`src/rtl/vreg_file.sv`:
```
`timescale 1ns/1ps

module vreg_file #(
    parameter int DEPTH   = 32,
    parameter int WIDTH   = 32,
    parameter int R_PORTS = 4,
    parameter int W_PORTS = 2,
    localparam int AW     = $clog2(DEPTH),
    localparam int WEN_W  = (WIDTH + 7) / 8
) (
    input  logic                                clk_i,
    input  logic                                rst_i,
    input  logic [R_PORTS-1:0]                  ren_i,
    input  logic [R_PORTS-1:0][AW-1:0]          raddr_i,
    input  logic [W_PORTS-1:0][AW-1:0]          waddr_i,
    input  logic [W_PORTS-1:0][WEN_W-1:0]       wen_i,
    input  logic [W_PORTS-1:0][WIDTH-1:0]       wdata_i,
    output logic [R_PORTS-1:0][WIDTH-1:0]       rdata_o
);

    logic [WIDTH-1:0] mem [DEPTH];

    //////////////////////////////
    // Array and read registers
    //////////////////////////////

    // Reads take the old contents when a write hits the same edge
    always_ff @(posedge clk_i) begin
        if (!rst_i) begin
            for (int d = 0; d < DEPTH; d++) begin
                mem[d] <= '0;
            end
            for (int r = 0; r < R_PORTS; r++) begin
                rdata_o[r] <= '0;
            end
        end else begin
            for (int r = 0; r < R_PORTS; r++) begin
                // Output holds while the port is idle
                if (ren_i[r]) begin
                    rdata_o[r] <= mem[raddr_i[r]];
                end
            end
            // Later ports overwrite earlier ones on an address clash
            for (int w = 0; w < W_PORTS; w++) begin
                for (int k = 0; k < WIDTH; k++) begin
                    if (wen_i[w][k / 8]) begin
                        mem[waddr_i[w]][k] <= wdata_i[w][k];
                    end
                end
            end
        end
    end

endmodule

```
`config.mk`:
```
export PLATFORM = sky130hd
export DESIGN_NAME = vreg_file
export DESIGN_NICKNAME = d
export VERILOG_FILES = /design/src/rtl/vreg_file.sv
export SDC_FILE = /design/constraint.sdc
export NUM_CORES = 2
export LEC_CHECK = 0
export BUFFER_PORTS_ARGS = -buffer_cell sky130_fd_sc_hd__buf_2
export CAP_MARGIN = 10
export CORE_MARGIN = 8
export CORE_UTILIZATION = 50
export CTS_BUF_LIST = sky130_fd_sc_hd__clkbuf_4 sky130_fd_sc_hd__clkbuf_8
export DETAILED_ROUTE_END_ITERATION = 10
export PLACE_DENSITY = 0.77
export SYNTH_ARGS = -nofsm -noshare
export SYNTH_HDL_FRONTEND = slang
export SYNTH_SLANG_ARGS = --single-unit
```
`constraint.sdc`:
```
create_clock -name clk_i -period 2.6 [get_ports clk_i]
set_input_delay 0.26 -clock clk_i [delete_from_list [all_inputs] [get_ports clk_i]]
set_output_delay 0.26 -clock clk_i [all_outputs]
set_load 0.1 [all_outputs]
```
=== Word-level counts from Yosys, hierarchy flattened ===
Memory sizes are Yosys's and may differ from the RTL's. A register that Yosys moved wholly into a read port is not among the register bits.
Index checks and enable logic that the tools add are counted.

* Flip-flop bits (word level): 0
* Bits in writable memories: 1,024
* Input port bits: 108
* Output and inout port bits: 128
* Logic and storage cells: 38
* Memories: 1

{| class="wikitable"
|+ Memories
! name !! words !! width !! rd ports !! clocked after memory_dff !! write ports !! line !! source
|-
| mem || 32 || 32 || 4 || 4 || 32 || 21 || <nowiki>logic [WIDTH-1:0] mem [DEPTH];</nowiki>
|}

* Mux-type cells: 31
* Reduce and logical (&&, ||, !) cells: 6

{| class="wikitable"
|+ Operators by type and width
! operator !! count
|-
| two-way mux 32 bit || 2
|-
| OR reduction 32 bit || 2
|-
| two-way mux 1 bit || 25
|-
| two-way mux 5 bit || 2
|-
| two-way mux 4 bit || 2
|-
| zero test 1 bit || 4
|}

=== Logic depth before layout (Yosys ltp) ===
* Depth after elaboration: 5
* Gate-level depth with buffers: 8
* Gate-level depth less buffers: 5

=== Worst setup path after synthesis ===
No wires, ideal clock.

* Kind: input to register
* Start: in rst_i
* End: mem mem[15][24], enable pin
* Setup time: 338 ps
* Data arrival time: 1,465 ps
* Required time: 2,262 ps
* Path slack: 797 ps
* Stages: 5
* Buffers on the path: 2
* Cell sequence: buf_2 > nand2_1 > buf_1 > nor2_1 > nand3b_1

{| class="wikitable"
|+ RTL lines
! element !! line !! source
|-
| start: declaration || 12 || <nowiki>input logic rst_i,</nowiki>
|-
| end: declaration || 21 ||
|}

=== Worst setup path after layout ===
* Start: reg rdata_o[11] (netlist name), read port of mem
* End: out rdata_o[11] (netlist name)

{| class="wikitable"
|+ RTL lines
! element !! line !! source
|-
| start: declaration || 18 || <nowiki>output logic [R_PORTS-1:0][WIDTH-1:0] rdata_o</nowiki>
|}

No word-level cell between the ends.

==> flow_summary.json <==
{
  "grt_start_max_net_pins": 117,
  "drtAntennaViolNets": 0,
  "route.met2.wl_mm": 165,
  "ys_seq_elements": 1152,
  "ios": 236,
  "drv_slew": 0,
  "drt_pass1_iterations": 9,
  "path_buf_inv": 1,
  "cts.clk_slew.worst_paths_ps": 70,
  "critPathKind": "reg -> out",
  "drt_first_iter_violations": 13271,
  "detail_route.wl_per_cell_um": 38.5,
  "post-cts-setup-buffers": 0,
  "num-fill-cells": 13712,
  "syn_area_sq_mm": 0.0826,
  "area_taken_by_multi_input_logic_gates_sq_mm": 0.0452,
  "final_min_period_over_clock_period_pct": 99.1,
  "yosys.cell_types.count": 29,
  "route.met3.wl_mm": 58.3,
  "synth_largest_area_cell": "sky130_fd_sc_hd__edfxtp_1",
  "track_usage_pct": 42.3,
  "finalSetupViolations": 0,
  "grt_first_pass_wirelength_mm": 556,
  "highest_layer": "met5",
  "final.min_clock_period_ps": 2580,
  "crit_family": "flip-flops",
  "die_width_um": 422,
  "ys_top_cells_by_area": "sky130_fd_sc_hd__edfxtp_1, sky130_fd_sc_hd__mux2i_1, sky130_fd_sc_hd__a22o_1, sky130_fd_sc_hd__a22oi_1, sky130_fd_sc_hd__a21oi_1",
  "setup_repair_after_global_routing_missed_its_margin": "no",
  "layout-drive-gt1-share_pct": 17.9,
  "dpl-instance-area_sq_mm": 0.0908,
  "place.gp.congestion": 1.03,
  "drc_errors": 0,
  "core.rowCount": 149,
  "grt-ovfl-total": 0,
  "fmax_mhz": 388,
  "ctsLongestPathBuffers": 3,
  "fin_worst_hold_slack_ps": 70.7,
  "grt_pass1_vias": 74930,
  "totalWireLength_mm": 402,
  "level_count_of_the_clock_h_tree": 4,
  "route.vias.total": 79206,
  "data_arrival_critical_path_ps": 2320,
  "vias_per_cell": 7.59,
  "synthesis_to_layout_area_growth_pct": 15.6,
  "synth.yosys.seq_area_share_pct": 40.3,
  "synthesis.yosys.warnings": 0,
  "vdd_drop_max_v": 0.000559,
  "status": "completed",
  "crit_chain": "buf_2",
  "initial_core_util_pct": 50.2,
  "core-area_sq_mm": 0.164,
  "leakage_uw": 0.0394,
  "hold_path_class": "in -> reg",
  "power_uw": 53700,
  "cell_chosen_for_the_clock_root": "sky130_fd_sc_hd__clkbuf_8",
  "finClkSkew_ps": 73.6,
  "max_cap_violations": 0,
  "fin_area_sq_mm": 0.0955,
  "wirelength_met1_mm": 138,
  "place.detailed.hpwl_mm": 272,
  "critPathMaxStageDelay_ps": 730,
  "seq_area_sq_mm": 0.0333,
  "worst_path_max_delay_cell": "sky130_fd_sc_hd__dfxtp_1",
  "commonest_non_fill_non_tap_cell_in_the_layout": "sky130_fd_sc_hd__mux2i_1",
  "slew_limit_headroom_pct": 25.7,
  "synth_cells": 7571,
  "critPathLaunchType": "flop",
  "cts_num_sinks": 1152,
  "power-per-cell-area_mw_per_mm2": 563,
  "dieHeight_um": 422,
  "cts_made_buffers": 198,
  "timing.final.hold_violations": 0,
  "clk_latency_ps": 1050,
  "finalSetupTns_ps": 0,
  "timing.critical_path.fanout_max": 2,
  "io_buffers": 235,
  "syn_nets": 7679,
  "final_cell_mix": "sky130_fd_sc_hd__mux2i_1, sky130_fd_sc_hd__a22o_1, sky130_fd_sc_hd__a22oi_1, sky130_fd_sc_hd__edfxtp_1, sky130_fd_sc_hd__a21oi_1",
  "syn-mean-instance-area_sq_um": 10.9,
  "fin_nets": 8146,
  "synthDominantCellAreaShare_pct": 37.2,
  "share_of_the_core_filled_with_cells_pct": 58.1,
  "dieArea_sq_mm": 0.178,
  "timing_worst_slew_pin_value_ps": 1110,
  "tritoncts": "built",
  "antenna_violations_before_repair": 52,
  "end_kind": "output pin",
  "worst-endpoint-required_ps": 2340
}
[final cells by class]
| type | instances | share of cell area (%) |
|---|---|---|
| clock inverter | 108 | 1.18 |
| antenna | 33 | 0.0865 |
| clock buffer | 264 | 3.50 |
| sequential | 1152 | 34.9 |
| timing repair buffer | 1054 | 10.1 |
| multi-input combinational | 5632 | 47.4 |
| tap | 2189 | 2.87 |
[synth_stat cells (all sizes together)]
master     n
a21oi    640
a22o    1024
a22oi   1024
and2       9
and3       1
and3b      3
buf      279
clkbuf   508
dfxtp    128
edfxtp  1024
mux2i   2048
nand2    169
nand2b    10
nand3      1
nand3b   131
nor2     293
nor2b     10
nor3       1
nor3b      3
o21ai    128
or2        5
or3        1
or3b       3
or4      128
[final timing paths]
path	start	endpoint	slack [ps]	cells after the start
worst max-delay path	rdata_o[11]	rdata_o[11]	20	1
worst min-delay path	raddr_i[18]	rdata_o[96]	70	6
worst min register to register	rdata_o[63]	rdata_o[63]	520	2
worst max register to register	mem[4][1]	rdata_o[33]	280	6
[what timing repair did]
| item | in CTS | in global routing |
|---|---|---|
| resized for setup | 1 | 3 |
| hold buffers | 12 | 0 |
| hold endpoints to repair | 128 | 0 |
| setup endpoints to repair | 1 | 3 |
[where the power goes]
group          internal, uW  switching [uW]  total (uW)  leakage, uW
clock network         10500            8650       19100      0.00235
registers             21300            1500       22800       0.0108
logic                  3840            7950       11800       0.0262
total                 35600           18100       53700       0.0394
[per-layer routing]
metal,GRT usage [%],vias to the layer above
li1,-,31611
met1,51.4,38197
met2,61.0,7364
met3,14.9,2006
met4,33.0,28
met5,0,-
[stage by stage]
stage	setup WS, ps	cells
6_report	23.6	10432
5_1_grt	96.5	10408
4_1_cts	13.6	10399
3_5_place_dp	-104	10015
3_3_place_gp	-85.3	10015
2_1_floorplan	797	7571
[flip-flops by register name, summed over array words and instances, names as in the netlist]
register  cells
rdata_o     128
mem        1024
[logic make-up after synthesis]
group	Yosys count	share of synthesized area (%)
AOI/OAI and AO/OA	2816	24.8
muxes	2048	24.8
DFF	1152	40.3
buffers and inverters	787	5.06
and+or+nand+nor	768	4.97
Power figures use the tool's default switching activity.
