--- config.mk ---
export PLATFORM = sky130hd
export DESIGN_NAME = lane_writeback
export DESIGN_NICKNAME = d
export VERILOG_FILES = /design/src/rtl/lane_pkg.sv /design/src/rtl/lane_writeback.sv
export VERILOG_INCLUDE_DIRS = /design/src /design/src/rtl
export SDC_FILE = /design/constraint.sdc
export NUM_CORES = 1
export LEC_CHECK = 0
export ABC_AREA = 1
export BUFFER_PORTS_ARGS = -buffer_cell sky130_fd_sc_hd__buf_2
export CAP_MARGIN = 5
export CORE_MARGIN = 3
export CORE_UTILIZATION = 35
export DETAILED_ROUTE_END_ITERATION = 12
export HOLD_SLACK_MARGIN = 0.08
export PLACE_DENSITY_LB_ADDON = 0.25
export SLEW_MARGIN = 20
export SYNTH_ARGS = -nofsm -noshare
export SYNTH_HDL_FRONTEND = slang
export SYNTH_SLANG_ARGS = --single-unit
export TNS_END_PERCENT = 10
--- constraint.sdc ---
create_clock -name clk_i -period 0.8 [get_ports clk_i]
set_clock_uncertainty 0.1 [all_clocks]
set_input_delay 0.04 -clock clk_i [delete_from_list [all_inputs] [get_ports clk_i]]
set_output_delay 0.04 -clock clk_i [all_outputs]
set_load 0.02 [all_outputs]
--- src/rtl/lane_defines.svh ---
`ifndef LANE_DEFINES_SVH
`define LANE_DEFINES_SVH

//////////////////////////////
// Port counts
//////////////////////////////

// Slot j reads through ports 2j and 2j+1
`define LANE_R_PORTS 4
`define LANE_SLOTS 2

//////////////////////////////
// Register file geometry
//////////////////////////////

`define LANE_VRF_DEPTH 32
`define LANE_VRF_AW 5
`define LANE_VMRF_DEPTH 8
`define LANE_VMRF_AW 3
`define LANE_DW 32

//////////////////////////////
// ALU op encoding
//////////////////////////////

`define LANE_OP_W 3
`define LANE_OP_ADD 3'd0
`define LANE_OP_SUB 3'd1
`define LANE_OP_AND 3'd2
`define LANE_OP_OR 3'd3
`define LANE_OP_XOR 3'd4
`define LANE_OP_SEQ 3'd5
`define LANE_OP_SLTU 3'd6

`endif
--- src/rtl/lane_pkg.sv ---
`include "lane_defines.svh"

package lane_pkg;

    // Element width
    typedef enum logic [1:0] {
        SEW_BYTE = 2'd0,
        SEW_HALF = 2'd1,
        SEW_WORD = 2'd2
    } sew_e;

    // Compares set the mask bit, the rest are plain data ops
    typedef enum logic [`LANE_OP_W-1:0] {
        ALU_ADD  = `LANE_OP_ADD,
        ALU_SUB  = `LANE_OP_SUB,
        ALU_AND  = `LANE_OP_AND,
        ALU_OR   = `LANE_OP_OR,
        ALU_XOR  = `LANE_OP_XOR,
        ALU_SEQ  = `LANE_OP_SEQ,
        ALU_SLTU = `LANE_OP_SLTU
    } alu_op_e;

    typedef enum logic [1:0] {
        OP2_VEC    = 2'd0,
        OP2_SCALAR = 2'd1,
        OP2_IMM    = 2'd2
    } op2_src_e;

    typedef enum logic {
        WD_ALU  = 1'b0,
        WD_LOAD = 1'b1
    } wdata_src_e;

    // One VRF word seen whole, as bytes or as halfwords
    typedef union packed {
        logic [`LANE_DW-1:0]           w;
        logic [`LANE_DW/8-1:0][7:0]    b;
        logic [`LANE_DW/16-1:0][15:0]  h;
    } vrf_word_u;

    typedef struct packed {
        logic                    ren;
        logic [`LANE_VRF_AW-1:0] addr;
        logic [1:0]              el_idx;
    } rd_req_t;

    typedef struct packed {
        logic                     valid;
        alu_op_e                  alu_op;
        op2_src_e                 op2_src;
        logic [`LANE_DW-1:0]      x_data;
        logic [4:0]               imm;
        wdata_src_e               wdata_src;
        logic [`LANE_VRF_AW-1:0]  waddr;
        logic [`LANE_DW/8-1:0]    bwen;
        logic                     vm;
        logic [`LANE_VMRF_AW-1:0] vmrf_addr;
        logic                     vmrf_wen;
    } slot_op_t;

    // Write fields carried past the ALU
    typedef struct packed {
        wdata_src_e               wdata_src;
        logic [`LANE_VRF_AW-1:0]  waddr;
        logic [`LANE_DW/8-1:0]    bwen;
        logic                     vm;
        logic [`LANE_VMRF_AW-1:0] vmrf_addr;
        logic                     vmrf_wen;
    } wb_req_t;

endpackage

--- src/rtl/lane_writeback.sv ---
`timescale 1ns/1ps

`include "lane_defines.svh"

module lane_writeback (
    input  logic                      clk_i,
    input  logic                      rst_i,
    input  lane_pkg::wb_req_t         wb_i,
    input  logic [`LANE_DW-1:0]       result_i,
    input  logic                      mask_i,
    input  logic                      valid_i,
    input  logic                      vmask_i,
    input  logic [`LANE_DW-1:0]       load_data_i,
    output logic [`LANE_VRF_AW-1:0]   vrf_waddr_o,
    output logic [`LANE_DW/8-1:0]     vrf_wen_o,
    output logic [`LANE_DW-1:0]       vrf_wdata_o,
    output logic [`LANE_VMRF_AW-1:0]  vmrf_waddr_o,
    output logic                      vmrf_wen_o,
    output logic                      vmrf_wdata_o
);

    import lane_pkg::*;

    logic [`LANE_DW-1:0] load_q;
    logic                wr_ok;

    //////////////////////////////
    // Load data capture
    //////////////////////////////

    // Sampled on the same edge as the ALU result
    always_ff @(posedge clk_i) begin
        if (!rst_i) begin
            load_q <= '0;
        end else begin
            load_q <= load_data_i;
        end
    end

    //////////////////////////////
    // VRF write port
    //////////////////////////////

    // Masked ops only write where the VMRF bit is set
    assign wr_ok = valid_i & (~wb_i.vm | vmask_i);

    assign vrf_waddr_o = wb_i.waddr;
    assign vrf_wen_o   = wb_i.bwen & {(`LANE_DW/8){wr_ok}};

    always_comb begin
        if (wb_i.wdata_src == WD_LOAD) begin
            vrf_wdata_o = load_q;
        end else begin
            vrf_wdata_o = result_i;
        end
    end

    //////////////////////////////
    // VMRF write port
    //////////////////////////////

    // Compare outcome goes back regardless of vm
    assign vmrf_waddr_o = wb_i.vmrf_addr;
    assign vmrf_wen_o   = wb_i.vmrf_wen & valid_i;
    assign vmrf_wdata_o = mask_i;

endmodule

# After elaboration in Yosys (flattened, before gate mapping)
# Index checks and enable logic that the tools add are counted.
# op_classes
bitwise_logic	5
muxes	1
# op_table
op	count
two-way mux 32 bit	1
AND 4 bit	1
AND 1 bit	2
NOT 1 bit	1
bitwise OR 1 bit	1
# word_totals
in_bits	84
reg_bits	32
word_cells	7
out_inout_bits	46

# Longest topological paths before layout
# Gate-level depths: netlist of run 1.
# depth
ltp_word	4
depth_mapped	4
depth_no_buf	4

# Least setup slack after synthesis of run 1
# No wires, ideal clock.
# synth_timing
kind	input port to output port
startpoint	input wb_i[14] (netlist name)
endpoint	output vrf_wdata_o[0]
required_ps	660
path_stages	2
path_buffers	1
path_slack_ps	-17
arrival_ps	677
path_cell_list	buf_6 o21ai_0
# synth_between
elab_chain_cells	1
# synth_lines
item	line_no	text
from (decl)	lane_writeback.sv:8	input lane_pkg::wb_req_t wb_i,
two-way mux 32 bit	lane_writeback.sv:51	if (wb_i.wdata_src == WD_LOAD) begin
to (decl)	lane_writeback.sv:16	output logic [`LANE_DW-1:0] vrf_wdata_o,
# Every way passes these cells.

# Worst setup path in the final report of run 1
# layout_timing
startpoint	register load_q[1]
endpoint	output vrf_wdata_o[1]
# layout_between
elab_chain_cells	1
# layout_lines
item	line_no	text
from (decl)	lane_writeback.sv:24	logic [`LANE_DW-1:0] load_q;
from (signal assigned)	lane_writeback.sv:36	load_q <= load_data_i;
two-way mux 32 bit	lane_writeback.sv:51	
# Every way passes these cells.

==> run summary, run 1 <==
Routed wire length: 4490 um
Met2 Routed Length: 2420 um
Effective utilization at floorplan: 0.367
Met3 wire length: 430 um
Die area: 0.00552 sq mm
Path type of the worst min-delay path: input pin to register
Minimum setup slack in the final design: -0.235 ns
Synthesized instance count: 224
Top Layer Used: met4
Post-Synth Simple-Gate Area: 0.166
Last weighted congestion value of the routability-driven placer: 0.638
Final HPWL from detailed placement: 2520 um
RSZ-0062 raised after global routing: yes
Width of the chip: 74.3 um
Overflow left after global routing: 0
Count of antenna-violating nets left after detailed routing: 0
Synthesis Warnings: 0
Fraction of synthesized cell area in xor and xnor cells: 0
Max FFs per register: 32
Clock slew at reported path FFs: 0.06 ns
Total global-route track usage: 0.157
DRC marker count from the first detailed-route iteration: 46
Count of buffers inserted at the top-level ports: 111
Clock period minus final worst setup slack: 1.03 ns
Max clock buf depth: 2
Complex-gate fraction of the synthesized area: 0.165
Post-Layout Inst Area: 0.00286 sq mm
Critical path launch point type: register
Register bit total from synthesis: 32
Postcts setup bufs: 0
Area of the placeable core: 0.00444 sq mm
Setup-failing EPs final: 32
Mux share of post-synthesis cell area: 0
Vias after detailed routing: 1,715
Number of fill cells in the layout: 366
Violations in the final reports: negative setup slack
Post-route met1 wirelength: 1600 um
Average size of a mapped cell: 7.29 sq um
Type of destination of the critical path: output pin
Worst Min Path Start: load_data_i[6]
I/O pins: 130
Vertical die dimension: 74.3 um
Drt pass-1 iters: 3
Post-route setup TNS: -5.75 ns
Final routed wire length divided by cell count: 10.7 um
Post-synthesis net count: 308
Post-synthesis cell area: 0.00163 sq mm
Highest achievable clock rate: 967 MHz
H-tree levels: 2
Layout overhead on the synthesized area: 75.2%
Worst slew margin relative to its limit: 0.621
Maximum number of pins on one net before global-route repair: 34
Crit. Startpoint: load_q[1]
Count of max-cap constraint violations: 0
Number of pins exceeding their max-slew limit in the final report: 0
Ratio of cells with drive above 1 in the final layout: 0.473
Netlist cell types: 11
Number of cells traversed by the worst hold path: 4
Worst endpoint data arrival time: 0.89 ns
Worst setup path class: register to output pin
Ratio of routed vias to standard cells: 4.10
Placed inst area: 0.00210 sq mm
Residual DRC count: 0
Hold WS: 0.0719 ns
Total power density per cell area: 1470 mW/mm^2
Cts bufs inserted: 5
Proportion of synthesized chip area in sequential cells: 0.392
Leading registers by flop count: load_q (32)
Largest fanout of any net on the critical path: 1
Largest family of logic cells by synthesized area: buffers and inverters
Leakage Power: 1.78 nW
Sink of the worst hold path: load_q[6]
Clock root buffer: sky130_fd_sc_hd__clkbuf_8
Antenna cells: 0
Adder-cell area share of the yosys netlist: 0
Number of global-route vias before repair: 1,571
Peak ir drop on the vdd network: 1.28 mV
Wire length of the first global-routing pass: 6530 um
CTS tree: yes
Antenna violations before repair: 0
Data required, critical path: 0.66 ns
Transition time of the tightest slew-check pin: 0.569 ns
Number of nets in the layout: 450
Outcome: finished with violations
Count of final hold-check violations: 0
Most flops, register: load_q
Site Rows: 24
Pre-CTS setup slack: -0.0772 ns
Final worst path period share: 1.29
Sinks on the clock net: 32
==> worst max path at each step <==
stage / end / slack, ns
final: vrf_wdata_o[1] / -0.23
after global routing: vrf_wdata_o[1] / -0.28
after CTS: vrf_wdata_o[1] / -0.22
after detailed placement: load_q[16] / -0.08
after global placement: vrf_wdata_o[12] / -0.06
after floorplan: vrf_wdata_o[0] / -0.02
==> per-stage QoR <==
step	cells	power, W	utilization
floorplan	224	0.00234	-
global placement	370	0.00256	0.474
detailed placement	370	0.00257	0.474
CTS	418	0.00423	0.631
global route	418	0.00442	0.644
finish	418	0.00421	0.644
==> cell usage after synthesis <==
library cell | instances | share of area
sky130_fd_sc_hd__buf_6 | 3 | 0.021
sky130_fd_sc_hd__nand2_1 | 65 | 0.15
sky130_fd_sc_hd__dfxtp_1 | 32 | 0.39
sky130_fd_sc_hd__buf_12 | 1 | 0.012
sky130_fd_sc_hd__buf_4 | 12 | 0.055
sky130_fd_sc_hd__o21ai_0 | 3 | 0.0092
sky130_fd_sc_hd__inv_1 | 70 | 0.16
sky130_fd_sc_hd__buf_8 | 3 | 0.028
sky130_fd_sc_hd__nand2_2 | 2 | 0.0077
sky130_fd_sc_hd__o21ai_2 | 29 | 0.16
sky130_fd_sc_hd__nor2_1 | 4 | 0.0092
==> cell families (layout without fill, tap and decap cells) <==
kind of cell | after synthesis | count (layout)
AND/OR/NAND/NOR | 71 | 71
buffers and inverters | 89 | 231
flip-flops | 32 | 32
AO/OA/AOI/OAI | 32 | 32
==> layout by cell type, fill, tap and decap left out <==
| cell | Yosys | routed |
|---|---|---|
| sky130_fd_sc_hd__buf_6 | 3 | 29 |
| sky130_fd_sc_hd__clkbuf_8 | 0 | 7 |
| sky130_fd_sc_hd__nand2_2 | 2 | 8 |
| sky130_fd_sc_hd__nor2_1 | 4 | 4 |
| sky130_fd_sc_hd__buf_12 | 1 | 2 |
| sky130_fd_sc_hd__dfxtp_1 | 32 | 16 |
| sky130_fd_sc_hd__o21ai_2 | 29 | 29 |
| sky130_fd_sc_hd__dlymetal6s4s_1 | 0 | 10 |
| sky130_fd_sc_hd__inv_1 | 70 | 70 |
| sky130_fd_sc_hd__dfxtp_2 | 0 | 16 |
| sky130_fd_sc_hd__dlygate4sd3_1 | 0 | 31 |
| sky130_fd_sc_hd__nand2_1 | 65 | 59 |
| sky130_fd_sc_hd__buf_4 | 12 | 3 |
| sky130_fd_sc_hd__o21ai_1 | 0 | 3 |
| sky130_fd_sc_hd__buf_2 | 0 | 79 |
==> power breakdown <==
group          internal, W  switching (W)  total, W
combinational     0.000629       0.000585   0.00121
sequential         0.00169      0.0000252   0.00171
clock             0.000764       0.000513   0.00128
total              0.00308        0.00112   0.00421
==> metal layers <==
layer / vias to the layer above / global-route usage
met5: - / 0
met4: 0 / 0.0415
met3: 4 / 0.0662
met2: 88 / 0.309
met1: 717 / 0.149
li1: 906 / -
==> repair_timing <==
item                                   in CTS  in global routing
endpoints found under the hold margin      41                  0
hold buffers                               41                  0
setup endpoints to repair                  32                 41
pin swaps                                   0                  0
resized for setup                          69                 27
==> area by class of cell <==
cell class,count,area [sq um],area share
timing repair buffer,154,1220,0.427
sequential,32,661,0.231
multi-input combinational,103,556,0.194
inverter,70,263,0.0919
clock buffer,7,96.3,0.0337
tap,52,65.1,0.0227
==> critical path, cell delays in order, from the launching register on <==
cell and delay [ns]:
sky130_fd_sc_hd__dfxtp_2 0.32, sky130_fd_sc_hd__nand2_1 0.05, sky130_fd_sc_hd__o21ai_1 0.09, sky130_fd_sc_hd__buf_4 0.16
No activity file was read; power rests on OpenSTA's default activity.
==> inputs of run 2 (changes only) <==
--- a/config.mk
+++ b/config.mk
@@ -6,11 +6,10 @@
 export SDC_FILE = /design/constraint.sdc
 export NUM_CORES = 1
 export LEC_CHECK = 0
-export ABC_AREA = 1
 export BUFFER_PORTS_ARGS = -buffer_cell sky130_fd_sc_hd__buf_2
 export CAP_MARGIN = 5
 export CORE_MARGIN = 3
-export CORE_UTILIZATION = 35
+export CORE_UTILIZATION = 34
 export DETAILED_ROUTE_END_ITERATION = 12
 export HOLD_SLACK_MARGIN = 0.08
 export PLACE_DENSITY_LB_ADDON = 0.25
==> run summary, run 2 <==
Commonest non-fill, non-tap cell in the layout: sky130_fd_sc_hd__buf_2
Total power density per cell area: 1600 mW/mm^2
Pwr Total: 0.00442 W
Pre-CTS setup slack: -0.213 ns
Vias after detailed routing: 1,323
Leading cell types in the layout, fill and taps excluded: sky130_fd_sc_hd__buf_2 (80), sky130_fd_sc_hd__and2_1 (33), sky130_fd_sc_hd__mux2_4 (32)
H-tree levels: 2
Max clock buf depth: 2
Drt pass-1 iters: 4
Final routed wire length divided by cell count: 14.0 um
Ratio of cells with drive above 1 in the final layout: 0.583
Data required, critical path: 0.66 ns
Clock root buffer: sky130_fd_sc_hd__clkbuf_8
Last weighted congestion value of the routability-driven placer: 0.658
Width of the chip: 72.5 um
Maximum number of pins on one net before global-route repair: 33
Number of nets in the layout: 347
Number of global-route vias before repair: 1,431
I/O pins: 130
Routed wire length: 4410 um
Count of max-cap constraint violations: 0
Total global-route track usage: 0.164
Critical path launch point type: register
Count of buffers inserted at the top-level ports: 111
Transition time of the tightest slew-check pin: 0.450 ns
Ranking of synthesized cells by area: sky130_fd_sc_hd__dfxtp_1 (43%), sky130_fd_sc_hd__mux2_4 (30%), sky130_fd_sc_hd__and2_1 (14%)
Adder-cell area share of the yosys netlist: 0
Setup-failing EPs final: 32
Count of final hold-check violations: 0
Leakage Power: 1.49 nW
Worst setup path class: register to output pin
Die area: 0.00525 sq mm
Final worst path period share: 1.41
RSZ-0062 raised after global routing: yes
Site Rows: 23
DRC marker count from the first detailed-route iteration: 15
Cell taking the most area after synthesis: sky130_fd_sc_hd__dfxtp_1
Layout overhead on the synthesized area: 84.0%
Hold WS: 0.100 ns
Residual DRC count: 0
Largest family of logic cells by synthesized area: multiplexers
Peak ir drop on the vdd network: 1.22 mV
Antenna cells: 0
Average size of a mapped cell: 12.7 sq um
Area share of the largest cell type after synthesis: 0.427
Netlist cell types: 10
Most used standard cell by instance count after synthesis: sky130_fd_sc_hd__and2_1
Highest achievable clock rate: 886 MHz
Outcome: finished with violations
Clock slew at reported path FFs: 0.06 ns
Type of destination of the critical path: output pin
Path type of the worst min-delay path: input pin to register
Post-layout utilization of the core: 0.671
Proportion of synthesized chip area in sequential cells: 0.427
Worst endpoint data arrival time: 0.99 ns
Register bit total from synthesis: 32
CTS tree: yes
Post-synthesis net count: 202
Vertical die dimension: 72.5 um
Leading cell types by count after synthesis: sky130_fd_sc_hd__and2_1 (33), sky130_fd_sc_hd__dfxtp_1 (32), sky130_fd_sc_hd__mux2_4 (30)
Ratio of routed vias to standard cells: 4.21
Sinks on the clock net: 32
Complex-gate fraction of the synthesized area: 0
Area of the placeable core: 0.00412 sq mm
Effective utilization at floorplan: 0.365
Worst slew margin relative to its limit: 0.700
EDFF count, synth: 0
Leading registers by flop count: load_q (32)
Wire length of the first global-routing pass: 6580 um
Count of antenna-violating nets left after detailed routing: 0
Largest fanout of any net on the critical path: 1
Most flops, register: load_q
Number of fill cells in the layout: 298
Violations in the final reports: negative setup slack
Post-route setup TNS: -9.50 ns
Post-Synth Simple-Gate Area: 0.158
Mux share of post-synthesis cell area: 0.315
Number of pins exceeding their max-slew limit in the final report: 0
Synthesized instance count: 118
Minimum setup slack in the final design: -0.329 ns
Primary flip-flop cell chosen by synthesis mapping: sky130_fd_sc_hd__dfxtp_1
Cts bufs inserted: 5
Clock period minus final worst setup slack: 1.13 ns
Synthesis Warnings: 0
Post-synthesis cell area: 0.00150 sq mm
Antenna violations before repair: 0
Overflow left after global routing: 0
Fraction of synthesized cell area in xor and xnor cells: 0
Max FFs per register: 32
FFs w/ async S/R, synth: 0
[run 2: changes by cell type after synthesis, sizes merged, moves of 6 or more]
cell	previous run	this run
nand2	67	0
mux2	0	32
o21ai	32	0
buf	19	13
inv	70	0
and2	0	33
[run 2: report_power, final]
group / total (W) / internal, W / switching (W)
combinational: 0.00125 / 0.000757 / 0.000492
clock: 0.00147 / 0.000923 / 0.000548
sequential: 0.00170 / 0.00168 / 0.0000234
total: 0.00442 / 0.00336 / 0.00106
[run 2: what timing repair did]
| action | in CTS | in global routing |
|---|---|---|
| resized for setup | 60 | 16 |
| gates cloned | 0 | 0 |
| hold buffers | 41 | 0 |
| endpoints found under the hold margin | 41 | 0 |
| setup endpoints to repair | 32 | 46 |
| buffers inserted | 0 | 0 |
[run 2: worst paths after layout]
| path | cells after the start | slack [ns] | startpoint | endpoint |
|---|---|---|---|---|
| worst max-delay path | 2 | -0.33 | load_q[7] | vrf_wdata_o[7] |
| worst min-delay path | 3 | 0.10 | load_data_i[1] | load_q[1] |
[run 2: routing by layer]
metal	track usage	vias up	routed length, um
li1	-	664	-
met1	0.180	568	1680
met2	0.285	89	2170
met3	0.0734	2	539
met4	0.0492	0	28
met5	0	-	0
[run 2: cell families after synthesis]
logic type / Yosys count
buffers and inverters: 16
AND/OR/NAND/NOR: 38
flip-flops: 32
multiplexers: 32
[run 2: area by class of cell]
| cell class | count | area (sq um) | area share |
|---|---|---|---|
| repair buffers | 154 | 1220 | 0.443 |
| multi-input cells | 70 | 726 | 0.263 |
| flip-flops and latches | 32 | 642 | 0.232 |
| clock buffers | 6 | 72.6 | 0.0263 |
| well taps | 50 | 62.6 | 0.0226 |
| clock inverters | 2 | 35.0 | 0.0127 |
[run 2: worst max-delay path, stage by stage (launching register included)]
cell and delay [ns]:
sky130_fd_sc_hd__dfxtp_2 0.32, sky130_fd_sc_hd__mux2_4 0.26, sky130_fd_sc_hd__buf_6 0.13
[run 2: per-stage QoR]
step                cells  area [sq um]
finish                314          2760
global route          314          2760
CTS                   314          2720
detailed placement    265          2010
global placement      265          2010
floorplan             118          1500
