**src/rtl/lane_defines.svh**
```systemverilog
`ifndef LANE_DEFINES_SVH
`define LANE_DEFINES_SVH

//////////////////////////////
// Port counts
//////////////////////////////

// Slot j reads through ports 2j and 2j+1
`define LANE_R_PORTS 4
`define LANE_SLOTS 2

//////////////////////////////
// Register file geometry
//////////////////////////////

`define LANE_VRF_DEPTH 32
`define LANE_VRF_AW 5
`define LANE_VMRF_DEPTH 8
`define LANE_VMRF_AW 3
`define LANE_DW 32

//////////////////////////////
// ALU op encoding
//////////////////////////////

`define LANE_OP_W 3
`define LANE_OP_ADD 3'd0
`define LANE_OP_SUB 3'd1
`define LANE_OP_AND 3'd2
`define LANE_OP_OR 3'd3
`define LANE_OP_XOR 3'd4
`define LANE_OP_SEQ 3'd5
`define LANE_OP_SLTU 3'd6

`endif
```
**src/rtl/lane_pkg.sv**
```systemverilog
`include "lane_defines.svh"

package lane_pkg;

    // Element width
    typedef enum logic [1:0] {
        SEW_BYTE = 2'd0,
        SEW_HALF = 2'd1,
        SEW_WORD = 2'd2
    } sew_e;

    // Compares set the mask bit, the rest are plain data ops
    typedef enum logic [`LANE_OP_W-1:0] {
        ALU_ADD  = `LANE_OP_ADD,
        ALU_SUB  = `LANE_OP_SUB,
        ALU_AND  = `LANE_OP_AND,
        ALU_OR   = `LANE_OP_OR,
        ALU_XOR  = `LANE_OP_XOR,
        ALU_SEQ  = `LANE_OP_SEQ,
        ALU_SLTU = `LANE_OP_SLTU
    } alu_op_e;

    typedef enum logic [1:0] {
        OP2_VEC    = 2'd0,
        OP2_SCALAR = 2'd1,
        OP2_IMM    = 2'd2
    } op2_src_e;

    typedef enum logic {
        WD_ALU  = 1'b0,
        WD_LOAD = 1'b1
    } wdata_src_e;

    // One VRF word seen whole, as bytes or as halfwords
    typedef union packed {
        logic [`LANE_DW-1:0]           w;
        logic [`LANE_DW/8-1:0][7:0]    b;
        logic [`LANE_DW/16-1:0][15:0]  h;
    } vrf_word_u;

    typedef struct packed {
        logic                    ren;
        logic [`LANE_VRF_AW-1:0] addr;
        logic [1:0]              el_idx;
    } rd_req_t;

    typedef struct packed {
        logic                     valid;
        alu_op_e                  alu_op;
        op2_src_e                 op2_src;
        logic [`LANE_DW-1:0]      x_data;
        logic [4:0]               imm;
        wdata_src_e               wdata_src;
        logic [`LANE_VRF_AW-1:0]  waddr;
        logic [`LANE_DW/8-1:0]    bwen;
        logic                     vm;
        logic [`LANE_VMRF_AW-1:0] vmrf_addr;
        logic                     vmrf_wen;
    } slot_op_t;

    // Write fields carried past the ALU
    typedef struct packed {
        wdata_src_e               wdata_src;
        logic [`LANE_VRF_AW-1:0]  waddr;
        logic [`LANE_DW/8-1:0]    bwen;
        logic                     vm;
        logic [`LANE_VMRF_AW-1:0] vmrf_addr;
        logic                     vmrf_wen;
    } wb_req_t;

endpackage

```
**src/rtl/elem_extract.sv**
```systemverilog
`timescale 1ns/1ps

module elem_extract (
    input  logic                clk_i,
    input  logic                rst_i,
    input  lane_pkg::vrf_word_u rdata_i,
    input  logic [1:0]          el_idx_i,
    input  lane_pkg::sew_e      sew_i,
    output logic [31:0]         elem_o
);

    import lane_pkg::*;

    logic [1:0]  idx_q;
    logic [31:0] elem_d;

    //////////////////////////////
    // Index alignment
    //////////////////////////////

    // Index is sampled with the read address, so it lines up with the VRF data
    always_ff @(posedge clk_i) begin
        if (!rst_i) begin
            idx_q <= '0;
        end else begin
            idx_q <= el_idx_i;
        end
    end

    //////////////////////////////
    // Element select
    //////////////////////////////

    always_comb begin
        case (sew_i)
            SEW_BYTE: elem_d = {24'b0, rdata_i.b[idx_q]};
            // Halfword index uses only the low bit
            SEW_HALF: elem_d = {16'b0, rdata_i.h[idx_q[0]]};
            default:  elem_d = rdata_i.w;
        endcase
    end

    always_ff @(posedge clk_i) begin
        if (!rst_i) begin
            elem_o <= '0;
        end else begin
            elem_o <= elem_d;
        end
    end

endmodule

```
**config.mk**
```make
export PLATFORM = sky130hd
export DESIGN_NAME = elem_extract
export DESIGN_NICKNAME = d
export VERILOG_FILES = /design/src/rtl/lane_pkg.sv /design/src/rtl/elem_extract.sv
export VERILOG_INCLUDE_DIRS = /design/src /design/src/rtl
export SDC_FILE = /design/constraint.sdc
export NUM_CORES = 1
export LEC_CHECK = 0
export CAP_MARGIN = 20
export CORE_ASPECT_RATIO = 0.5
export CORE_MARGIN = 5
export CORE_UTILIZATION = 50
export CTS_BUF_LIST = sky130_fd_sc_hd__clkbuf_2
export CTS_CLUSTER_DIAMETER = 100
export DETAILED_ROUTE_END_ITERATION = 10
export DONT_BUFFER_PORTS = 1
export PLACE_DENSITY = 0.68
export SKIP_CTS_REPAIR_TIMING = 1
export SLEW_MARGIN = 20
export SYNTH_ARGS = -nofsm -noshare
export SYNTH_HDL_FRONTEND = slang
export SYNTH_SLANG_ARGS = --single-unit
export TNS_END_PERCENT = 50
```
**constraint.sdc**
```tcl
create_clock -name clk_i -period 2.96 [get_ports clk_i]
set_clock_uncertainty 0.15 [all_clocks]
set_input_delay 0.296 -clock clk_i [delete_from_list [all_inputs] [get_ports clk_i]]
set_output_delay 0.296 -clock clk_i [all_outputs]
set_load 0.02 [all_outputs]
```
# == Word-level counts from Yosys, hierarchy flattened ==
# Cells that the tools add are included.
# word_totals
register_bits,34
word_cells,11
out_inout_bits,32
input_bits,38
# op_classes
n_mux,5
n_eq_ne,1
magnitude_cmp,2
n_reduce_logical,1
# op_table
op,n
case mux 32 bit (2 select lines),1
two-way mux 16 bit,2
binary-select mux 8 bit (select 2 bit),1
two-way mux 8 bit,1
< comparator 2 x 3 -> 1 bit (second input constant),1
equality test 2 x 1 -> 1 bit (second input constant),1
logical NOT 2 bit,1
< comparator 1 x 2 -> 1 bit (second input constant),1

# == Depth between registers and ports, before layout ==
# Gate-level depths: netlist (run 1).
# depth
ltp_word,3
depth_mapped,5
depth_no_buf,3

# == Worst setup path before layout (run 1) ==
# No wires, ideal clock.
# synth_path
kind,input to register
startpoint,input port sew_i[0]
endpoint,register elem_o[7]
path_buffers,2
stages,5
setup_ps,58
arrival_time_ps,1286
slack_ps,1467
cell_sequence,buf_6 > or4b_4 > buf_6 > o22ai_1 > a21o_1
# synth_via
elab_chain_cells,2
# synth_rtl
element,line,source
from (decl),elem_extract.sv:8,"input lane_pkg::sew_e sew_i,"
equality test 2 x 1 -> 1 bit / logical NOT 2 bit (equally long branches),elem_extract.sv:35,case (sew_i)
case mux 32 bit (2 select lines) (*),elem_extract.sv:35,
to (signal assigned),elem_extract.sv:47,elem_o <= elem_d;
to (decl),elem_extract.sv:9,output logic [31:0] elem_o
# Every way passes the cells marked *; elsewhere a longest branch is shown, timed or not.
# A chain may end at the register's enable or synchronous reset.

# == Worst setup path in the final report (run 1) ==
# layout_path
startpoint,register idx_q[0]
endpoint,register elem_o[1]
# layout_via
elab_chain_cells,3
# layout_rtl
element,line,source
from (decl),elem_extract.sv:14,logic [1:0] idx_q;
from (signal assigned),elem_extract.sv:26,idx_q <= el_idx_i;
binary-select mux 8 bit (select 2 bit) / two-way mux 16 bit (equally long branches),"elem_extract.sv:36, elem_extract.sv:38",
two-way mux 8 bit (not written as such) / two-way mux 16 bit (equally long branches),"elem_extract.sv:36, elem_extract.sv:38",
case mux 32 bit (2 select lines) (*),elem_extract.sv:35,
# Every way passes the cells marked *; elsewhere a longest branch is shown, timed or not. The select of a mux whose other input is x is not followed.

==> metrics.md, run 1 <==
| Metric | Value |
|---|---|
| Via count | 1,392 |
| Final cell count without fillers | 243 |
| Sequential fraction of the synthesis area | 0.439 |
| Post-DP HPWL | 2710 µm |
| Syn_area_per_cell | 9.18 µm² |
| Sum Neg Setup Slack | 0 ns |
| Post-synth ARST share | 0 |
| M1 WL | 1910 µm |
| Final setup viols | 0 |
| Initial DRC count | 58 |
| Period utilization | 0.864 |
| FMAX | 391 MHz |
| Peak VDD IR | 0.244 mV |
| Hold Fails Final Rpt | 0 |
| Global-route wire length before repair | 5780 µm |
| Worst path required time | 3.15 ns |
| Routed WL | 4510 µm |
| H-tree depth | 2 |
| Routed length on met2 | 1990 µm |
| Reg area | 681 µm² |
| CP Capture Type | register |
| Vias in the first global route | 1,089 |
| Multi-input logic area | 788 µm² |
| DIE AREA | 4380 µm² |
| Lkg Pwr | 0.000867 µW |
| Top layer in use | met4 |
| Final antenna-violating net count | 0 |
| Crit path cell chain | nand4bb_1 -> o22ai_1 -> a21o_1 -> dlygate4sd3_1 |
| Dpl cells | 193 |
| Core ar. | 3000 µm² |
| Initial Util | 0.518 |
| Die height | 49.4 µm |
| DRC violations left | 0 |
| Largest net degree at the start of global routing | 44 |
| Slew @ Worst Pin | 1.11 ns |
| WS Path Type | register to register |
| P per Cell Area | 443 nW/µm² |
| Worst-Skew Late Latency | 0.37 ns |
| CP max FO | 27 |
| Net count, final | 241 |
| Yosys warning count | 0 |
| FF+latch count, synth | 34 |
| Met3 WL post-DR | 568 µm |
| CTS tree | done |
| Rows | 14 |
| WL per Instance | 18.6 µm |
| Via/cell ratio | 5.73 |
| Drt pass-1 iters | 4 |
| Slowest CP cell | dfxtp_1 |
| Remaining Overflow, GRT | 0 |
| Unrepaired setup endpoints after global routing | false |
| CTS Buffer Depth | 2 |
| Min-delay src | rdata_i[6] |
| RePlAce Congestion | 0.732 |
| R2R Path Start | idx_q[0] |
| Crit. Startpoint | idx_q[0] |
| Inserted Clock Buffers | 5 |
| Clock-pin slew on the worst setup and hold paths | 0.17 ns |
| Data arrival, critical path | 2.74 ns |
| Crit start category | register |
| Initial antenna violation count | 0 |
| Worst path max stage delay | 0.91 ns |
| Gate Count Post-Synth | 169 |
| Clk sink count | 34 |
| Ant. Diodes | 0 |
| I/O Buffers | 0 |
| Tot GR Track Use | 0.173 |
| Number of synthesized flops with an enable pin | 0 |
| Total power | 882 µW |
| Post-synthesis net count | 207 |
| Max Transition Viols Final | 0 |
| Max cap viols | 0 |
| Top_reg_cell synth | dfxtp_1 |
| Die width | 88.8 µm |
| Relative slew slack | 0.261 |
| Status | complete, no violations |
| Hold WC Path Type | input port to register |
| Fraction of layout cells with a size suffix above 1 | 0.0443 |
| Fill cell count | 253 |
| Netlist cell types | 19 |
| Final min period | 2.56 ns |
| Clk Tree Root Cell | clkbuf_2 |
| I/O Pins | 70 |
| Syn Std Cell Area | 1550 µm² |
| Area Growth Syn to Fin | 28.4% |
-- worst max-delay path: cells and delay by family, from the launching register on --
family                 cells  cell delay [ns]
flip-flops                 1             0.91
buffers and inverters      1             0.53
AND/OR/NAND/NOR            1             0.51
AO/OA/AOI/OAI              2             0.41
-- sequential cells by signal, summed over array words and instances (netlist names) --
register and cells:
idx_q 2, elem_o 32
-- through the flow --
stage | utilization | setup slack (ns) | hold slack, ns | instance area (µm²)
floorplan | - | 1.47 | 0.273 | 1550
finish | 0.665 | 0.403 | 0.0195 | 1990
global route | 0.665 | 0.221 | 0.00892 | 1990
CTS | 0.521 | 0.998 | -0.138 | 1560
global placement | 0.510 | 1.11 | 0.263 | 1530
detailed placement | 0.510 | 1.05 | 0.265 | 1530
-- kinds of logic (layout without fill, tap and decap cells) --
logic type	count (synthesis)	after routing	share of synthesized area
and+or+nand+nor	70	70	0.282
buffers and inverters	17	51	0.0532
AOI/OAI and AO/OA	32	32	0.123
muxes	16	16	0.103
DFF	34	34	0.439
-- power breakdown --
part	internal, µW	leakage (µW)	switching, µW
Clock	61.6	0.0000291	146
Combinational	83.1	0.000557	52.3
Sequential	486	0.000281	52.0
Total	631	0.000867	251
-- per-layer routing --
layer,track usage,vias up
li1,-,674
met1,0.219,652
met2,0.239,59
met3,0.115,7
met4,0.0452,0
met5,0,-
-- cells in the mapped netlist, drive strengths merged (9+ instances only) --
cell type  count  area [µm²]
nor2b          9        56.3
mux2i         16         160
nand3         16        80.1
nand2          9        33.8
dfxtp         34         681
and3          16         100
clkbuf        11        41.3
-- final cells by class --
type / count / area share
well taps: 40 / 0.0251
multi-input cells: 118 / 0.396
flip-flops and latches: 34 / 0.342
clock buffers: 7 / 0.0176
repair buffers: 44 / 0.220
-- path summary, 6_finish.rpt --
check | slack, ns | cells after the start | end
setup reg to reg | 0.40 | 4 | elem_o[1]
setup / recovery | 0.40 | 4 | elem_o[1]
hold reg to reg | 0.80 | 3 | elem_o[2]
hold / removal | 0.02 | 3 | elem_o[6]
-- cell usage in the layout, fill, tap and decap left out, drive strengths merged --
cell	Yosys	final
a21o	8	8
a21oi	8	8
and2	2	2
and3	16	16
buf	6	1
clkbuf	11	7
dfxtp	34	34
dlygate4sd3	0	43
mux2i	16	16
nand2	9	9
nand3	16	16
nand3b	8	8
nand4b	8	8
nand4bb	1	1
nor2b	9	9
o21ai	8	8
o22ai	8	8
or4b	1	1
(Power assumes the default switching activity.)
==> run 2, diff against run 1 <==
==> constraint.sdc (replaced) <==
create_clock -name clk_i -period 2.96 [get_ports clk_i]
set_clock_uncertainty 0.15 [all_clocks]
set_input_delay 0.148 -clock clk_i [delete_from_list [all_inputs] [get_ports clk_i]]
set_output_delay 0.148 -clock clk_i [all_outputs]
set_load 0.02 [all_outputs]
==> metrics.md, run 2 (synthesis gave the netlist of run 1 again) <==
| Metric | Value |
|---|---|
| Status | complete, but fails checks |
| Failing checks | hold timing |
| Data arrival, critical path | 2.86 ns |
| Final setup viols | 0 |
| Reg area | 681 µm² |
| Initial Util | 0.518 |
| Clk sink count | 34 |
| DP Area | 1530 µm² |
| Hold Fails Final Rpt | 1 |
| Post-DP HPWL | 2710 µm |
| Final min period | 2.75 ns |
| Via count | 1,504 |
| Drt pass-1 iters | 4 |
| P per Cell Area | 422 nW/µm² |
| Total power | 917 µW |
| Max cap viols | 0 |
| Core ar. | 3000 µm² |
| Relative slew slack | 0.253 |
| Fill cell count | 231 |
| Hold WC Path Type | input port to register |
| Crit start category | register |
| H-tree depth | 2 |
| Max Transition Viols Final | 0 |
| Max reg flops | 32 |
| Most frequent cells in the layout | dlygate4sd3_1, dfxtp_1, and3_1, nand3_1, mux2i_1 |
| Largest net degree at the start of global routing | 44 |
| CTS tree | done |
| Clock-pin slew on the worst setup and hold paths | 0.18 ns |
| I/O Buffers | 0 |
| Top layer in use | met4 |
| I/O Pins | 70 |
| RePlAce Congestion | 0.732 |
| Remaining Overflow, GRT | 0 |
| Peak VDD IR | 0.254 mV |
| Crit. Startpoint | idx_q[0] |
| WL per Instance | 18.4 µm |
| Routed length on met2 | 2190 µm |
| CP max FO | 27 |
| Inserted Clock Buffers | 5 |
| Rows | 14 |
| Final Instance Area | 2170 µm² |
| Via/cell ratio | 5.76 |
| Global-route wire length before repair | 5780 µm |
| Hold_ws | -0.00552 ns |
| Unrepaired setup endpoints after global routing | false |
| Top flop regs | elem_o: 32 flops, idx_q: 2 flops |
| Tot GR Track Use | 0.173 |
| Worst flop-to-flop path endpoint | elem_o[0] |
| R2R depth | 5 |
| Lkg Pwr | 0.000957 µW |
| Reg2reg setup slack | 0.21 ns |
| Met3 WL post-DR | 525 µm |
| FMAX | 364 MHz |
| Dpl cells | 193 |
| R2R Path Start | idx_q[0] |
| Ant. Diodes | 0 |
| Fraction of layout cells with a size suffix above 1 | 0.0407 |
| DRC violations left | 0 |
| Worst path required time | 3.07 ns |
| Slew @ Worst Pin | 1.12 ns |
| Multi-input logic area | 788 µm² |
| M1 WL | 2040 µm |
| CTS Buffer Depth | 2 |
| Largest reg by FF count | elem_o |
| Initial antenna violation count | 0 |
| Initial DRC count | 78 |
| Die height | 49.4 µm |
| Sum Neg Setup Slack | 0 ns |
| Most common library cell in the layout ignoring fill and taps | dlygate4sd3_1 |
| Vias in the first global route | 1,089 |
| Final cell count without fillers | 261 |
| DIE AREA | 4380 µm² |
| Crit path capture | elem_o[0] |
| Final antenna-violating net count | 0 |
| WS Path Type | register to register |
| Net count, final | 259 |
| Die width | 88.8 µm |
| Period utilization | 0.929 |
| Routed WL | 4800 µm |
| Clk Tree Root Cell | clkbuf_2 |
| CP Capture Type | register |
| Area Growth Syn to Fin | 40.0% |
| Worst-Skew Late Latency | 0.37 ns |
[run 2: cell type report]
type / instances / share of cell area
clock buffers: 7 / 0.0161
multi-input cells: 118 / 0.363
repair buffers: 62 / 0.285
well taps: 40 / 0.0230
flip-flops and latches: 34 / 0.313
[run 2: worst min-delay path by stage]
| stage | slack (ns) | cells past startpoint | start | end |
|---|---|---|---|---|
| finish | -0.006 | 2 | rst_i | elem_o[13] |
| floorplan | 0.13 | 1 | el_idx_i[0] | idx_q[0] |
| CTS | -0.29 | 1 | rst_i | elem_o[3] |
| detailed placement | 0.12 | 1 | rst_i | elem_o[6] |
| global route | 0.003 | 2 | sew_i[0] | elem_o[11] |
| global placement | 0.12 | 1 | rst_i | elem_o[0] |
[run 2: worst max-delay path: stages (launching register included)]
cell and delay, ns:
dfxtp_1 0.90, nand3b_1 0.21, nand3_1 0.09, dlygate4sd3_1 0.56, a21o_1 0.18, dlygate4sd3_1 0.54
[run 2: power breakdown]
group	leakage, µW	switching (µW)	internal (µW)
registers	0.000281	52.0	486
clock network	0.0000291	147	61.6
logic	0.000647	62.5	108
[run 2: layer usage]
layer / vias up / global-route usage
li1: 713 / -
met1: 715 / 0.219
met2: 70 / 0.239
met3: 6 / 0.115
met4: 0 / 0.0452
met5: - / 0
[run 2: stage by stage]
step	hold slack (ns)	util	setup WS [ns]
finish	-0.00552	0.725	0.211
global route	0.00292	0.725	0.0931
CTS	-0.286	0.521	0.998
detailed placement	0.117	0.510	1.05
global placement	0.115	0.510	1.11
floorplan	0.125	-	1.52
==> run 3, diff against run 2 <==
- PLACE_DENSITY: 0.68 -> 0.74
- SLEW_MARGIN: 20 -> default
==> metrics.md, run 3 (synthesis gave the netlist of run 1 again) <==
| Metric | Value |
|---|---|
| Net count, final | 282 |
| Lkg Pwr | 0.00111 µW |
| I/O Buffers | 0 |
| Via count | 1,665 |
| Top flop regs | elem_o: 32 flops, idx_q: 2 flops |
| Final min period | 2.80 ns |
| Final Instance Area | 2450 µm² |
| WS Path Type | register to register |
| Post-DP HPWL | 2720 µm |
| Max reg flops | 32 |
| DIE AREA | 4380 µm² |
| Hold WC Path Type | input port to register |
| Initial DRC count | 115 |
| P per Cell Area | 429 nW/µm² |
| Max Transition Viols Final | 0 |
| Vias in the first global route | 1,122 |
| Crit start category | register |
| Area Growth Syn to Fin | 58.2% |
| Final antenna-violating net count | 0 |
| Initial antenna violation count | 0 |
| Largest reg by FF count | elem_o |
| Most frequent cells in the layout | dlygate4sd3_1, dfxtp_1, and3_1, nand3_1, mux2i_1 |
| Via/cell ratio | 5.84 |
| Largest net degree at the start of global routing | 44 |
| RePlAce Congestion | 0.762 |
| H-tree depth | 2 |
| Inserted Clock Buffers | 5 |
| Slew @ Worst Pin | 0.940 ns |
| Unrepaired setup endpoints after global routing | false |
| Reg area | 681 µm² |
| Max cap viols | 0 |
| CTS tree | done |
| I/O Pins | 70 |
| Routed WL | 5830 µm |
| Fill cell count | 163 |
| Final setup viols | 0 |
| CTS Buffer Depth | 2 |
| Fraction of layout cells with a size suffix above 1 | 0.0449 |
| Global-route wire length before repair | 5790 µm |
| DRC violations left | 0 |
| Peak VDD IR | 0.336 mV |
| CP max FO | 27 |
| Most common library cell in the layout ignoring fill and taps | dlygate4sd3_1 |
| Reg2reg setup slack | 0.16 ns |
| Relative slew slack | 0.373 |
| Sum Neg Setup Slack | 0 ns |
| Worst path required time | 3.11 ns |
| Multi-input logic area | 788 µm² |
| Status | complete, no violations |
| Ant. Diodes | 0 |
| WL per Instance | 20.5 µm |
| Drt pass-1 iters | 4 |
| Tot GR Track Use | 0.176 |
| Remaining Overflow, GRT | 0 |
| Clock-pin slew on the worst setup and hold paths | 0.18 ns |
| Worst-Skew Late Latency | 0.39 ns |
| Period utilization | 0.944 |
| FMAX | 358 MHz |
| Initial Util | 0.518 |
| Total power | 1050 µW |
| Clk sink count | 34 |
| Final cell count without fillers | 285 |
| Die width | 88.8 µm |
| Core ar. | 3000 µm² |
| Data arrival, critical path | 2.94 ns |
| Die height | 49.4 µm |
| Hold Fails Final Rpt | 0 |
| Dpl cells | 192 |
| Final core occ | 0.820 |
| Clk Tree Root Cell | clkbuf_2 |
| Rows | 14 |
| DP Area | 1520 µm² |
| CP Capture Type | register |
==> run 3: final timing paths <==
path,start,end,cells past startpoint
max,idx_q[0],elem_o[2],5
min,rdata_i[31],elem_o[15],3
max reg2reg,idx_q[0],elem_o[2],5
min reg2reg,idx_q[0],elem_o[12],4
==> run 3: layout make-up <==
cell class / count / share of cell area
Timing Repair Buffer: 85 / 0.355
Sequential cell: 34 / 0.277
Clock buffer: 5 / 0.0102
Multi-Input combinational cell: 118 / 0.321
Clock inverter: 3 / 0.0163
Tap cell: 40 / 0.0204
==> run 3: metrics by stage <==
step                      setup slack (ns)  hold WS (ns)
after global routing                0.0839         0.338
after global placement                1.10         0.115
final                                0.165         0.344
after detailed placement              1.06         0.119
after CTS                             1.04        -0.314
after floorplan                       1.52         0.125
==> run 3: power by group <==
group          total, µW  internal (µW)  switching [µW]
registers            543            487            56.3
logic                201            128            72.7
clock network        309            140             168
total               1050            755             297
==> run 3: worst max-delay path, stage by stage (launching register included) <==
cell           delay [ns]
dfxtp_1              0.93
nand3b_1             0.19
nand3_1              0.09
dlygate4sd3_1        0.58
a21o_1               0.18
dlygate4sd3_1        0.57
==> run 3: layer usage <==
metal | part of all wire | global-route usage
met3 | 0.13 | 0.101
met1 | 0.39 | 0.212
met5 | 0 | 0
met2 | 0.46 | 0.251
met4 | 0.023 | 0.0754
